<file path="config.mk">
export PLATFORM = sky130hd
export DESIGN_NAME = axi2axil_bridge
export DESIGN_NICKNAME = d
export VERILOG_FILES = /design/src/verilog/bridge_ctrl_pkg.sv /design/src/verilog/axi_proto_pkg.sv /design/src/verilog/axi2axil_bridge.sv /design/src/verilog/burst_unroll_ctrl.sv /design/src/verilog/resp_merger.sv /design/src/verilog/resp_tracker_fifo.sv /design/src/verilog/beat_addr_gen.sv /design/src/verilog/axi_req_slice.sv
export SDC_FILE = /design/constraint.sdc
export NUM_CORES = 1
export LEC_CHECK = 0
export BUFFER_PORTS_ARGS = -buffer_cell sky130_fd_sc_hd__buf_2
export CAP_MARGIN = 20
export CELL_PAD_IN_SITES_DETAIL_PLACEMENT = 0
export CELL_PAD_IN_SITES_GLOBAL_PLACEMENT = 2
export CORE_MARGIN = 2
export CORE_UTILIZATION = 30
export DETAILED_ROUTE_END_ITERATION = 12
export PLACE_DENSITY = 0.82
export SETUP_SLACK_MARGIN = 0.5
export SLEW_MARGIN = 20
export SYNTH_ARGS = -nofsm -noshare
export SYNTH_HDL_FRONTEND = slang
export SYNTH_HIERARCHICAL = 1
export SYNTH_SLANG_ARGS = --single-unit
</file>
<file path="constraint.sdc">
create_clock -name clk -period 3 [get_ports clk]
set_input_delay 0 -clock clk [delete_from_list [all_inputs] [get_ports clk]]
set_output_delay 0 -clock clk [all_outputs]
set_load 0.02 [all_outputs]
</file>
<file path="src/verilog/bridge_ctrl_pkg.sv">
package bridge_ctrl_pkg;

  // Burst controller states
  typedef enum logic [1:0] {
    // No burst held in the request slice
    st_idle  = 2'b00,
    // Burst held, beats may go out
    st_issue = 2'b01,
    // Burst held but the response tracker is full
    st_stall = 2'b10
  } ctrl_state_t;

endpackage

</file>
<file path="src/verilog/axi_proto_pkg.sv">
package axi_proto_pkg;

  // --------------------
  // Fixed AXI field widths
  localparam int axi_len_width  = 8;
  localparam int axi_size_width = 3;
  localparam int axi_prot_width = 3;

  // --------------------
  // Burst type as carried on AxBURST
  typedef enum logic [1:0] {
    burst_fixed    = 2'b00,
    burst_incr     = 2'b01,
    burst_wrap     = 2'b10,
    // Not defined by the protocol, never expected on the bus
    burst_reserved = 2'b11
  } axi_burst_t;

  // Response code on BRESP and RRESP
  typedef enum logic [1:0] {
    resp_okay   = 2'b00,
    resp_exokay = 2'b01,
    resp_slverr = 2'b10,
    resp_decerr = 2'b11
  } axi_resp_t;

endpackage
</file>
<file path="src/verilog/axi2axil_bridge.sv">
module axi2axil_bridge import axi_proto_pkg::*, bridge_ctrl_pkg::*; #(
  parameter int addr_width      = 16,
  parameter int data_width      = 32,
  parameter int id_width        = 4,
  parameter int max_outstanding = 4
) (
  input  logic                      clk,
  input  logic                      reset,
  // AXI4 write address
  input  logic [addr_width-1:0]     aw_addr,
  input  logic [id_width-1:0]       aw_id,
  input  logic [axi_len_width-1:0]  aw_len,
  input  logic [axi_size_width-1:0] aw_size,
  input  axi_burst_t                aw_burst,
  input  logic [axi_prot_width-1:0] aw_prot,
  input  logic                      aw_valid,
  output logic                      aw_ready,
  // AXI4 write data
  input  logic [data_width-1:0]     w_data,
  input  logic [data_width/8-1:0]   w_strb,
  input  logic                      w_last,
  input  logic                      w_valid,
  output logic                      w_ready,
  // AXI4 write response
  output logic [id_width-1:0]       b_id,
  output axi_resp_t                 b_resp,
  output logic                      b_valid,
  input  logic                      b_ready,
  // AXI4 read address
  input  logic [addr_width-1:0]     ar_addr,
  input  logic [id_width-1:0]       ar_id,
  input  logic [axi_len_width-1:0]  ar_len,
  input  logic [axi_size_width-1:0] ar_size,
  input  axi_burst_t                ar_burst,
  input  logic [axi_prot_width-1:0] ar_prot,
  input  logic                      ar_valid,
  output logic                      ar_ready,
  // AXI4 read data
  output logic [id_width-1:0]       r_id,
  output logic [data_width-1:0]     r_data,
  output axi_resp_t                 r_resp,
  output logic                      r_last,
  output logic                      r_valid,
  input  logic                      r_ready,
  // AXI4-Lite write channels
  output logic [addr_width-1:0]     axil_aw_addr,
  output logic [axi_prot_width-1:0] axil_aw_prot,
  output logic                      axil_aw_valid,
  input  logic                      axil_aw_ready,
  output logic [data_width-1:0]     axil_w_data,
  output logic [data_width/8-1:0]   axil_w_strb,
  output logic                      axil_w_valid,
  input  logic                      axil_w_ready,
  input  axi_resp_t                 axil_b_resp,
  input  logic                      axil_b_valid,
  output logic                      axil_b_ready,
  // AXI4-Lite read channels
  output logic [addr_width-1:0]     axil_ar_addr,
  output logic [axi_prot_width-1:0] axil_ar_prot,
  output logic                      axil_ar_valid,
  input  logic                      axil_ar_ready,
  input  logic [data_width-1:0]     axil_r_data,
  input  axi_resp_t                 axil_r_resp,
  input  logic                      axil_r_valid,
  output logic                      axil_r_ready,
  // Controller states for debug
  output ctrl_state_t               wr_state,
  output ctrl_state_t               rd_state
);

  if (addr_width < 12 || max_outstanding < 2 || !(data_width == 32 || data_width == 64))
  begin : gen_bad_params
    $error("axi2axil_bridge parameters out of range");
  end

  // --------------------
  // Write channel
  logic                      wr_hold_valid;
  logic [addr_width-1:0]     wr_hold_addr;
  logic [id_width-1:0]       wr_hold_id;
  logic [axi_len_width-1:0]  wr_hold_len;
  logic [axi_size_width-1:0] wr_hold_size;
  axi_burst_t                wr_hold_burst;
  logic                      wr_pop;
  logic                      wr_is_last;
  logic                      wr_beat_fire;
  logic                      wr_room;
  logic                      wr_head_valid;
  logic [id_width-1:0]       wr_head_id;
  logic                      wr_head_last;
  logic                      wr_resp_pop;

  // Write data is beat-for-beat, the Lite target needs no last
  assign axil_w_data  = w_data;
  assign axil_w_strb  = w_strb;
  assign axil_w_valid = w_valid;
  assign w_ready      = axil_w_ready;

  axi_req_slice #(.addr_width(addr_width), .id_width(id_width)) wr_slice_i (
    .clk, .reset,
    .req_addr(aw_addr), .req_id(aw_id), .req_len(aw_len), .req_size(aw_size),
    .req_burst(aw_burst), .req_prot(aw_prot), .req_valid(aw_valid), .req_ready(aw_ready),
    .pop(wr_pop), .hold_valid(wr_hold_valid), .hold_addr(wr_hold_addr),
    .hold_id(wr_hold_id), .hold_len(wr_hold_len), .hold_size(wr_hold_size),
    .hold_burst(wr_hold_burst), .hold_prot(axil_aw_prot)
  );

  beat_addr_gen #(.addr_width(addr_width)) wr_addr_i (
    .clk, .reset,
    .start_addr(wr_hold_addr), .len(wr_hold_len), .size(wr_hold_size),
    .burst(wr_hold_burst), .beat_fire(wr_beat_fire), .clear(wr_pop),
    .beat_addr(axil_aw_addr), .is_last(wr_is_last)
  );

  burst_unroll_ctrl #(.is_read(1'b0)) wr_ctrl_i (
    .clk, .reset,
    .hold_valid(wr_hold_valid), .is_last(wr_is_last), .room(wr_room),
    .axil_req_valid(axil_aw_valid), .axil_req_ready(axil_aw_ready),
    .beat_fire(wr_beat_fire), .pop(wr_pop), .state(wr_state)
  );

  resp_tracker_fifo #(.id_width(id_width), .max_outstanding(max_outstanding)) wr_track_i (
    .clk, .reset,
    .push(wr_beat_fire), .push_id(wr_hold_id), .push_last(wr_is_last), .room(wr_room),
    .pop(wr_resp_pop), .head_valid(wr_head_valid), .head_id(wr_head_id),
    .head_last(wr_head_last)
  );

  // B has no data or last
  resp_merger #(.id_width(id_width), .data_width(data_width), .is_read(1'b0)) wr_merge_i (
    .clk, .reset,
    .head_valid(wr_head_valid), .head_id(wr_head_id), .head_last(wr_head_last),
    .pop(wr_resp_pop), .axil_resp(axil_b_resp), .axil_data('0),
    .axil_resp_valid(axil_b_valid), .axil_resp_ready(axil_b_ready),
    .out_id(b_id), .out_resp(b_resp), .out_data(), .out_last(), .out_valid(b_valid),
    .out_ready(b_ready)
  );

  // --------------------
  // Read channel
  logic                      rd_hold_valid;
  logic [addr_width-1:0]     rd_hold_addr;
  logic [id_width-1:0]       rd_hold_id;
  logic [axi_len_width-1:0]  rd_hold_len;
  logic [axi_size_width-1:0] rd_hold_size;
  axi_burst_t                rd_hold_burst;
  logic                      rd_pop;
  logic                      rd_is_last;
  logic                      rd_beat_fire;
  logic                      rd_room;
  logic                      rd_head_valid;
  logic [id_width-1:0]       rd_head_id;
  logic                      rd_head_last;
  logic                      rd_resp_pop;

  axi_req_slice #(.addr_width(addr_width), .id_width(id_width)) rd_slice_i (
    .clk, .reset,
    .req_addr(ar_addr), .req_id(ar_id), .req_len(ar_len), .req_size(ar_size),
    .req_burst(ar_burst), .req_prot(ar_prot), .req_valid(ar_valid), .req_ready(ar_ready),
    .pop(rd_pop), .hold_valid(rd_hold_valid), .hold_addr(rd_hold_addr),
    .hold_id(rd_hold_id), .hold_len(rd_hold_len), .hold_size(rd_hold_size),
    .hold_burst(rd_hold_burst), .hold_prot(axil_ar_prot)
  );

  beat_addr_gen #(.addr_width(addr_width)) rd_addr_i (
    .clk, .reset,
    .start_addr(rd_hold_addr), .len(rd_hold_len), .size(rd_hold_size),
    .burst(rd_hold_burst), .beat_fire(rd_beat_fire), .clear(rd_pop),
    .beat_addr(axil_ar_addr), .is_last(rd_is_last)
  );

  burst_unroll_ctrl #(.is_read(1'b1)) rd_ctrl_i (
    .clk, .reset,
    .hold_valid(rd_hold_valid), .is_last(rd_is_last), .room(rd_room),
    .axil_req_valid(axil_ar_valid), .axil_req_ready(axil_ar_ready),
    .beat_fire(rd_beat_fire), .pop(rd_pop), .state(rd_state)
  );

  resp_tracker_fifo #(.id_width(id_width), .max_outstanding(max_outstanding)) rd_track_i (
    .clk, .reset,
    .push(rd_beat_fire), .push_id(rd_hold_id), .push_last(rd_is_last), .room(rd_room),
    .pop(rd_resp_pop), .head_valid(rd_head_valid), .head_id(rd_head_id),
    .head_last(rd_head_last)
  );

  resp_merger #(.id_width(id_width), .data_width(data_width), .is_read(1'b1)) rd_merge_i (
    .clk, .reset,
    .head_valid(rd_head_valid), .head_id(rd_head_id), .head_last(rd_head_last),
    .pop(rd_resp_pop), .axil_resp(axil_r_resp), .axil_data(axil_r_data),
    .axil_resp_valid(axil_r_valid), .axil_resp_ready(axil_r_ready),
    .out_id(r_id), .out_resp(r_resp), .out_data(r_data), .out_last(r_last),
    .out_valid(r_valid), .out_ready(r_ready)
  );

endmodule

</file>
<file path="src/verilog/burst_unroll_ctrl.sv">
module burst_unroll_ctrl import bridge_ctrl_pkg::*; #(
  parameter bit is_read = 1'b0
) (
  input  logic        clk,
  input  logic        reset,
  input  logic        hold_valid,
  input  logic        is_last,
  input  logic        room,
  output logic        axil_req_valid,
  input  logic        axil_req_ready,
  output logic        beat_fire,
  output logic        pop,
  output ctrl_state_t state
);

  ctrl_state_t state_next;

  // --------------------
  // Beat issue
  // Valid follows the held burst directly so the first beat
  // leaves the cycle after capture; room only drops on a push,
  // so a raised valid stays up until it is taken
  assign axil_req_valid = hold_valid && room;
  assign beat_fire      = axil_req_valid && axil_req_ready;

  // Retire the burst on the last beat handshake
  assign pop = beat_fire && is_last;

  // --------------------
  // State register
  always_ff @(posedge clk) begin
    if (reset) begin
      state <= st_idle;
    end else begin
      state <= state_next;
    end
  end

  always_comb begin
    state_next = state;
    case (state)
      st_idle: begin
        if (hold_valid) begin
          state_next = room ? st_issue : st_stall;
        end
      end
      st_issue: begin
        if (pop || !hold_valid) begin
          state_next = st_idle;
        end else if (!room) begin
          state_next = st_stall;
        end
      end
      st_stall: begin
        // Tracker drained an entry
        if (pop || !hold_valid) begin
          state_next = st_idle;
        end else if (room) begin
          state_next = st_issue;
        end
      end
      default: state_next = st_idle;
    endcase
  end

  // Valid must stay up until accepted
  a_valid_held: assert property (@(posedge clk) disable iff (reset)
    axil_req_valid && !axil_req_ready |=> axil_req_valid)
    else $error("%s burst controller dropped valid before handshake",
                is_read ? "read" : "write");

endmodule

</file>
<file path="src/verilog/resp_merger.sv">
module resp_merger import axi_proto_pkg::*; #(
  parameter int id_width   = 4,
  parameter int data_width = 32,
  parameter bit is_read    = 1'b0
) (
  input  logic                  clk,
  input  logic                  reset,
  input  logic                  head_valid,
  input  logic [id_width-1:0]   head_id,
  input  logic                  head_last,
  output logic                  pop,
  input  axi_resp_t             axil_resp,
  input  logic [data_width-1:0] axil_data,
  input  logic                  axil_resp_valid,
  output logic                  axil_resp_ready,
  output logic [id_width-1:0]   out_id,
  output axi_resp_t             out_resp,
  output logic [data_width-1:0] out_data,
  output logic                  out_last,
  output logic                  out_valid,
  input  logic                  out_ready
);

  // ID and last come from the tracker head
  assign out_id   = head_id;
  assign out_last = head_last;
  assign out_data = axil_data;
  assign pop      = axil_resp_valid && axil_resp_ready;

  if (is_read) begin : gen_read
    // One R beat per Lite response
    assign out_valid       = axil_resp_valid;
    assign out_resp        = axil_resp;
    assign axil_resp_ready = out_ready;
  end else begin : gen_write
    axi_resp_t merged_resp;

    // Latest non-OKAY code of the burst, cleared once B goes out
    always_ff @(posedge clk) begin
      if (reset || (out_valid && out_ready)) begin
        merged_resp <= resp_okay;
      end else if (pop && axil_resp != resp_okay) begin
        merged_resp <= axil_resp;
      end
    end

    // Middle beats absorbed here, only the last beat waits on b_ready
    assign out_valid       = head_last && axil_resp_valid;
    assign out_resp        = (axil_resp != resp_okay) ? axil_resp : merged_resp;
    assign axil_resp_ready = !head_last || out_ready;
  end

  // Every Lite response must match a tracked request
  a_resp_has_entry: assert property (@(posedge clk) disable iff (reset)
    axil_resp_valid |-> head_valid);

endmodule

</file>
<file path="src/verilog/resp_tracker_fifo.sv">
module resp_tracker_fifo #(
  parameter int id_width        = 4,
  parameter int max_outstanding = 4
) (
  input  logic                clk,
  input  logic                reset,
  input  logic                push,
  input  logic [id_width-1:0] push_id,
  input  logic                push_last,
  output logic                room,
  input  logic                pop,
  output logic                head_valid,
  output logic [id_width-1:0] head_id,
  output logic                head_last
);

  localparam int ptr_width = $clog2(max_outstanding);
  localparam int cnt_width = $clog2(max_outstanding + 1);

  logic [id_width-1:0]  id_mem [max_outstanding];
  logic                 last_mem [max_outstanding];
  logic [ptr_width-1:0] wr_ptr;
  logic [ptr_width-1:0] rd_ptr;
  logic [cnt_width-1:0] count;

  // Pointer step, wraps at depth so any depth works
  function automatic logic [ptr_width-1:0] ptr_inc(input logic [ptr_width-1:0] ptr);
    if (ptr == ptr_width'(max_outstanding - 1)) begin
      return '0;
    end
    return ptr + 1'b1;
  endfunction

  // --------------------
  // Pointers and occupancy
  always_ff @(posedge clk) begin
    if (reset) begin
      wr_ptr <= '0;
      rd_ptr <= '0;
      count  <= '0;
    end else begin
      if (push) begin
        wr_ptr <= ptr_inc(wr_ptr);
      end
      if (pop) begin
        rd_ptr <= ptr_inc(rd_ptr);
      end
      case ({push, pop})
        2'b10:   count <= count + 1'b1;
        2'b01:   count <= count - 1'b1;
        default: count <= count;
      endcase
    end
  end

  // Storage
  always_ff @(posedge clk) begin
    if (push) begin
      id_mem[wr_ptr]   <= push_id;
      last_mem[wr_ptr] <= push_last;
    end
  end

  // No bypass, a new entry shows up one edge after push
  assign room       = (count != cnt_width'(max_outstanding));
  assign head_valid = (count != '0);
  assign head_id    = id_mem[rd_ptr];
  assign head_last  = last_mem[rd_ptr];

  a_no_push_full: assert property (@(posedge clk) disable iff (reset) push |-> room);
  a_no_pop_empty: assert property (@(posedge clk) disable iff (reset) pop |-> head_valid);

endmodule

</file>
<file path="src/verilog/beat_addr_gen.sv">
module beat_addr_gen import axi_proto_pkg::*; #(
  parameter int addr_width = 16
) (
  input  logic                      clk,
  input  logic                      reset,
  input  logic [addr_width-1:0]     start_addr,
  input  logic [axi_len_width-1:0]  len,
  input  logic [axi_size_width-1:0] size,
  input  axi_burst_t                burst,
  input  logic                      beat_fire,
  input  logic                      clear,
  output logic [addr_width-1:0]     beat_addr,
  output logic                      is_last
);

  logic [axi_len_width-1:0] count;
  logic [addr_width-1:0]    incr_addr;
  logic [addr_width-1:0]    wrap_mask;

  // --------------------
  // Beat counter
  // clear wins, it lands on the same edge as the last beat
  always_ff @(posedge clk) begin
    if (reset || clear) begin
      count <= '0;
    end else if (beat_fire) begin
      count <= count + 1'b1;
    end
  end

  assign is_last = (count == len);

  // --------------------
  // Address of the current beat
  assign incr_addr = start_addr + (addr_width'(count) << size);

  // Wrap window is (len+1) beats of 2^size bytes
  assign wrap_mask = ((addr_width'(len) + 1'b1) << size) - 1'b1;

  always_comb begin
    case (burst)
      burst_incr: beat_addr = incr_addr;
      // Upper bits from the start, low bits wrap inside the window
      burst_wrap: beat_addr = (start_addr & ~wrap_mask) | (incr_addr & wrap_mask);
      default:    beat_addr = start_addr;
    endcase
  end

  // No extra beat between the last one and the counter clearing
  a_no_beat_past_len: assert property (@(posedge clk) disable iff (reset)
    beat_fire |-> count <= len);

endmodule

</file>
<file path="src/verilog/axi_req_slice.sv">
module axi_req_slice import axi_proto_pkg::*; #(
  parameter int addr_width = 16,
  parameter int id_width   = 4
) (
  input  logic                      clk,
  input  logic                      reset,
  input  logic [addr_width-1:0]     req_addr,
  input  logic [id_width-1:0]       req_id,
  input  logic [axi_len_width-1:0]  req_len,
  input  logic [axi_size_width-1:0] req_size,
  input  axi_burst_t                req_burst,
  input  logic [axi_prot_width-1:0] req_prot,
  input  logic                      req_valid,
  output logic                      req_ready,
  input  logic                      pop,
  output logic                      hold_valid,
  output logic [addr_width-1:0]     hold_addr,
  output logic [id_width-1:0]       hold_id,
  output logic [axi_len_width-1:0]  hold_len,
  output logic [axi_size_width-1:0] hold_size,
  output axi_burst_t                hold_burst,
  output logic [axi_prot_width-1:0] hold_prot
);

  logic push;

  // Free when empty, or when the held burst retires this cycle
  assign req_ready = !hold_valid || pop;
  assign push = req_valid && req_ready;

  always_ff @(posedge clk) begin
    if (reset) begin
      hold_valid <= 1'b0;
    end else if (push) begin
      hold_valid <= 1'b1;
    end else if (pop) begin
      hold_valid <= 1'b0;
    end
  end

  // Payload only moves on capture
  always_ff @(posedge clk) begin
    if (push) begin
      hold_addr  <= req_addr;
      hold_id    <= req_id;
      hold_len   <= req_len;
      hold_size  <= req_size;
      hold_burst <= req_burst;
      hold_prot  <= req_prot;
    end
  end

  // Reserved burst type is outside what the unroller supports
  a_no_reserved_burst: assert property (@(posedge clk) disable iff (reset)
    req_valid |-> req_burst != burst_reserved);

endmodule

</file>
==> impl_metrics.py, run 1 <==
metrics = {
    "placed_design": {
        "preCtsSetupSlack_ns": -0.261,
        "dp_hpwl_um": 25200,
        "place_congestion": 0.862,
        "post_dp_cell_area_um2": 13800,
        "port_buffers": 144,
    },
    "global_routing": {
        "antenna_found_initial": 0,
        "grt_busiest_layer": "met2",
        "use_met2_pct": 31.4,
        "grt_max_degree": 34,
        "grt-ovfl-total": 0,
        "track_usage_pct": 17.4,
        "grt_use_met3_pct": 4.20,
        "grt_pass1_vias": 10800,
        "use_met1_pct": 20.2,
        "grt_pass1_wl_um": 55700,
    },
    "timing": {
        "worstMarginPinSlew_ns": 0.620,
        "worst_slack_ns": -0.593,
        "fmax_mhz": 278,
        "finalSetupViolations": 24,
        "slew-limit-headroom_pct": 58.6,
        "drv_slew": 0,
        "final.period_utilization_pct": 120,
        "final.min_clock_period_ns": 3.59,
        "fin_tns_setup_ns": -9.43,
        "grt_setup_unrepaired": "true",
        "finalHoldViolCount": 0,
        "fin_skew_ns": 0.0103,
    },
    "finish": {
        "fin_nets": 1780,
        "final_cell_mix": "222 x buf_4, 118 x buf_2, 112 x edfxtp_1, 99 x nand2_1, 84 x dlygate4sd3_1",
        "final_common_cell": "buf_4",
        "drive_above_1_share_pct": 42.7,
        "design_area_um2": 16800,
        "multiInputGateArea_um2": 7510,
        "syn_to_final_growth_pct": 45.2,
        "seq_area_um2": 4210,
        "diodes": 0,
        "fillers": 3727,
    },
    "critical_path": {
        "worstSetupPathType": "flop to output pin",
        "critPathCapture": "axil_ar_addr[11]",
        "critPathMaxStageDelay_ns": 0.44,
        "cp.arrival_ns": 3.59,
        "critical-path-slowest-cell": "edfxtp_1",
        "cp.required_ns": 3.00,
        "critPathMaxFanout": 7,
        "critPathLaunch": "rd_slice_i/hold_size[1]",
        "reg2reg_depth": 10,
        "endpoint_kind": "output pin",
        "start_kind": "flop",
        "rrSetupSlack_ns": 0.58,
        "cp_cell_sequence": "buf_12 -> mux2_4 -> o21ai_4 -> o22ai_2 -> ha_1 -> nand3_1 -> o211ai_1 -> buf_4 -> o211ai_1 -> o21bai_1 -> a21oi_1 -> xor2_1 -> nor2_1 -> mux2i_1 -> o221ai_2 -> buf_4",
        "rr_endpoint": "wr_track_i/count[2]",
    },
    "clock_tree": {
        "cts_tree": "built",
        "cts_buffers": 17,
        "cts_sinks": 154,
        "htree_levels": 4,
        "path_clk_slew_ns": 0.07,
        "worst_skew_pair.late_latency_ns": 0.45,
        "clockRootBuffer": "clkbuf_16",
        "ctsLongestPathBuffers": 2,
    },
    "floorplanning": {
        "die_w_um": 201,
        "ioPinCount": 290,
        "rows": 72,
        "dieArea_um2": 40300,
        "coreArea_um2": 38400,
        "initial_core_util_pct": 30.2,
        "die_h_um": 201,
    },
    "route": {
        "drt_iter0_markers": 401,
        "route.final.wire_length_um": 35300,
        "vias": 10300,
        "drtAntennaViolNets": 0,
        "drt_pass1_iterations": 6,
        "via_per_inst": 4.93,
        "drc": 0,
        "routedWlPerCell_um": 16.8,
    },
    "power": {
        "ir_drop_mv": 0.357,
        "power_leakage_nw": 6.68,
        "p_int_mw": 4.56,
        "p_sw_share_pct": 31.7,
        "p_comb_share_pct": 31.3,
        "powerDensity_nw_per_um2": 397,
        "p_clk_share_pct": 31.7,
        "power.switching_mw": 2.12,
        "seqPwrFrac_pct": 37.0,
    },
    "synthesis": {
        "netlist_area_um2": 11600,
        "syn_inst": 1231,
        "syn_avg_cell_area_um2": 9.42,
        "syn_nets": 1444,
        "ys_warn_count": 6,
    },
    "outcome": {
        "violations": "negative setup slack",
        "status": "complete, but fails checks",
    },
    "hold_path": {
        "min-delay-path-class": "input port to output pin",
    },
    "flow_run": {
        "drv_cap": 0,
    },
}
-- final cells by class --
cell class,count,share of cell area [%]
Clock inverter,12,0.698
Inverter,63,1.45
Timing Repair Buffer,464,21.9
Sequential cell,154,25.0
Tap cell,518,3.85
Multi-Input combinational cell,867,44.6
Clock buffer,20,2.59
-- power by group through the flow --
stage          Clock (mW)  Sequential (mW)  Combinational [mW]
2_1_floorplan           0             2.50                1.21
3_3_place_gp            0             2.52                1.63
3_5_place_dp            0             2.52                1.64
4_1_cts              2.20             2.47                1.96
5_1_grt              2.28             2.49                2.26
6_report             2.11             2.47                2.09
-- registers in the layout, indices dropped and copies added (netlist names), 8 cells and up, named ones only --
signal / flops
rd_addr_i/count: 8
rd_slice_i/hold_addr: 16
rd_slice_i/hold_len: 8
rd_track_i/id_mem: 16
wr_addr_i/count: 8
wr_slice_i/hold_addr: 16
wr_slice_i/hold_len: 8
wr_track_i/id_mem: 16
-- worst min path at each step --
stage                   start               endpoint  slack [ns]  cells after the start
2_1_floorplan           reset  rd_slice_i/hold_valid        0.06                      1
3_3_place_gp       w_data[11]        axil_w_data[11]      0.0001                      0
3_5_place_dp       w_data[11]        axil_w_data[11]      0.0001                      0
4_1_cts            w_data[11]        axil_w_data[11]      0.0001                      0
5_1_grt        axil_r_resp[1]              r_resp[1]     0.00003                      0
6_report           w_data[24]        axil_w_data[24]    0.000008                      0
-- per-layer routing --
| metal | up-vias | wire length (µm) |
|---|---|---|
| li1 | 5084 | - |
| met1 | 4944 | 14600 |
| met2 | 252 | 18100 |
| met3 | 58 | 1760 |
| met4 | 2 | 742 |
| met5 | - | 37 |
-- critical path: cells and delay by family (launching register included) --
family	cells	cell delay, ns
AO/OA/AOI/OAI	7	0.96
buffers and inverters	3	0.50
multiplexers	2	0.50
flip-flops	1	0.44
adder cells (fa/ha/maj)	1	0.36
XOR/XNOR	1	0.20
AND/OR/NAND/NOR	2	0.16
-- through the flow --
step	total power [mW]	util (%)	hold slack [ns]	std cells
floorplan	3.71	-	0.0624	1231
global placement	4.14	35.9	0.000137	1933
detailed placement	4.16	35.9	0.000137	1933
CTS	6.63	42.3	0.000137	2078
global route	7.03	43.9	0.0000280	2098
finish	6.68	43.9	0.00000776	2098
-- what timing repair did --
item                       CTS  global route
pin swaps                   69            46
hold buffers                85             0
hold endpoints to repair    94             0
buffers inserted            26            19
setup endpoints to repair   31            87
gates cloned                 2             2
gates resized for setup    180            91
(Power assumes the default switching activity.)
==> run 2, diff against run 1 <==
CORE_MARGIN = default   (was 2)
PLACE_DENSITY = 0.79   (was 0.82)
clock period = 4.02 ns   (was 3 ns; I/O delays follow)
==> run 2 against run 1 <==
The run now ends clean; largest power group unchanged; flip-flop and latch count did not move; worst setup slack gained 0.86 ns; clock power fell by 25%; power fell by 28%; design area is 7.7% lower; combinational power is 36% lower; via count is 4.0% lower; clock skew is essentially flat.
==> impl_metrics.py, run 2 (same netlist as run 1, synthesis figures left out) <==
metrics = {
    "outcome": {
        "status": "completed",
    },
    "finish": {
        "fin_nets": 1673,
        "finish.utilization_pct": 41.1,
        "fillers": 3714,
        "diodes": 0,
        "drive_above_1_share_pct": 35.9,
        "final_cell_mix": "127 x buf_2, 123 x buf_4, 112 x edfxtp_1, 95 x nand2_1, 88 x nor2_1",
        "syn_to_final_growth_pct": 34.0,
        "final_common_cell": "buf_2",
    },
    "floorplanning": {
        "coreArea_um2": 37800,
        "initial_core_util_pct": 30.7,
        "die_w_um": 199,
        "ioPinCount": 290,
        "rows": 71,
        "die_h_um": 199,
        "dieArea_um2": 39500,
    },
    "clock_tree": {
        "ctsLongestPathBuffers": 2,
        "clockRootBuffer": "clkbuf_16",
        "cts_sinks": 154,
        "htree_levels": 4,
        "worst_skew_pair.late_latency_ns": 0.45,
        "cts_tree": "built",
        "cts_buffers": 17,
        "path_clk_slew_ns": 0.06,
    },
    "critical_path": {
        "critPathMaxFanout": 7,
        "start_kind": "flop",
        "rr_endpoint": "wr_track_i/count[2]",
        "cp.required_ns": 4.02,
        "endpoint_kind": "output pin",
        "cp.arrival_ns": 3.76,
        "worstSetupPathType": "flop to output pin",
        "critPathLaunch": "wr_slice_i/hold_size[1]",
        "reg2reg_depth": 10,
        "rrSetupSlack_ns": 1.17,
    },
    "placed_design": {
        "dp_hpwl_um": 22700,
        "place_congestion": 0.852,
        "preCtsSetupSlack_ns": 0.417,
        "port_buffers": 144,
    },
    "timing": {
        "finalSetupViolations": 0,
        "slew-limit-headroom_pct": 51.7,
        "finalHoldViolCount": 0,
        "worst_slack_ns": 0.265,
        "final.period_utilization_pct": 93.4,
        "worstMarginPinSlew_ns": 0.725,
        "grt_setup_unrepaired": "true",
        "fin_skew_ns": 0.0107,
        "final.min_clock_period_ns": 3.76,
        "fmax_mhz": 266,
        "drv_slew": 0,
        "fin_tns_setup_ns": 0,
    },
    "global_routing": {
        "track_usage_pct": 16.5,
        "grt_pass1_vias": 9613,
        "grt-ovfl-total": 0,
        "grt_pass1_wl_um": 50400,
        "grt_max_degree": 37,
        "antenna_found_initial": 0,
    },
    "hold_path": {
        "hp-start": "w_valid",
        "hold_end": "axil_w_valid",
        "min-delay-path-class": "input port to output pin",
        "whs_path_depth": 0,
    },
    "route": {
        "drt_pass1_iterations": 5,
        "route.final.wire_length_um": 33400,
        "vias": 9925,
        "drt_iter0_markers": 404,
        "via_per_inst": 5.00,
        "routedWlPerCell_um": 16.9,
        "drc": 0,
        "drtAntennaViolNets": 0,
    },
    "flow_run": {
        "drv_cap": 0,
    },
    "power": {
        "ir_drop_mv": 0.246,
        "powerDensity_nw_per_um2": 307,
        "power_leakage_nw": 5.95,
        "total_power_mw": 4.78,
    },
}
==> run 2: worst max-delay path by stage <==
stage	endpoint	slack, ns	cells past startpoint
floorplan	axil_ar_addr[15]	0.53	16
global placement	axil_aw_addr[15]	0.46	14
detailed placement	axil_ar_addr[14]	0.42	14
CTS	axil_aw_addr[11]	0.24	16
global route	axil_aw_addr[14]	0.07	15
finish	axil_aw_addr[14]	0.26	15
==> run 2: critical path: stages, from the launching register on <==
cell and delay [ns]:
edfxtp_1 0.55, buf_4 0.22, mux2_4 0.31, o21ai_2 0.19, mux2i_1 0.13, ha_1 0.34, o21ai_2 0.08, nor2_1 0.20
nand3_1 0.10, a21o_1 0.18, a31oi_2 0.20, a21o_1 0.17, a21oi_2 0.06, xor2_1 0.15, o32ai_2 0.26, buf_4 0.18
==> run 2: metal layers <==
layer	share of wire (%)	vias to the layer above	track usage, %
met3	4.5	55	4.00
met5	0	-	0
met2	52	234	29.3
li1	-	4858	-
met1	42	4778	19.1
met4	2.2	0	5.58
==> run 2: layout make-up <==
cell class	instances	area, µm²	share of cell area (%)
multi-input cells	867	7220	46.4
flip-flops and latches	154	4210	27.0
repair buffers	357	2680	17.3
well taps	511	639	4.11
clock buffers	19	464	2.99
inverters	63	239	1.54
clock inverters	13	100	0.644
==> run 2: where the power goes <==
| part | total, mW | switching [mW] | internal, mW | leakage, nW |
|---|---|---|---|---|
| Combinational | 1.33 | 0.718 | 0.614 | 4.27 |
| Sequential | 1.86 | 0.0746 | 1.78 | 1.39 |
| Clock | 1.59 | 0.732 | 0.857 | 0.286 |
==> run 2: through the flow <==
step,cells,hold slack [ns],instance area (µm²)
after detailed placement,1763,0.000137,12200
after floorplan,1231,0.0624,11600
after global routing,1984,0.0000517,15500
final,1984,0.00000778,15500
after global placement,1763,0.000137,12200
after CTS,1933,0.000137,14300
==> run 2: what timing repair did <==
item / in CTS / in global routing
setup endpoints to repair: 21 / 20
cloned: 0 / 0
resized for setup: 90 / 166
buffers inserted: 54 / 51
pin swaps: 35 / 85
hold endpoints to repair: 86 / 0
hold buffers: 84 / 0
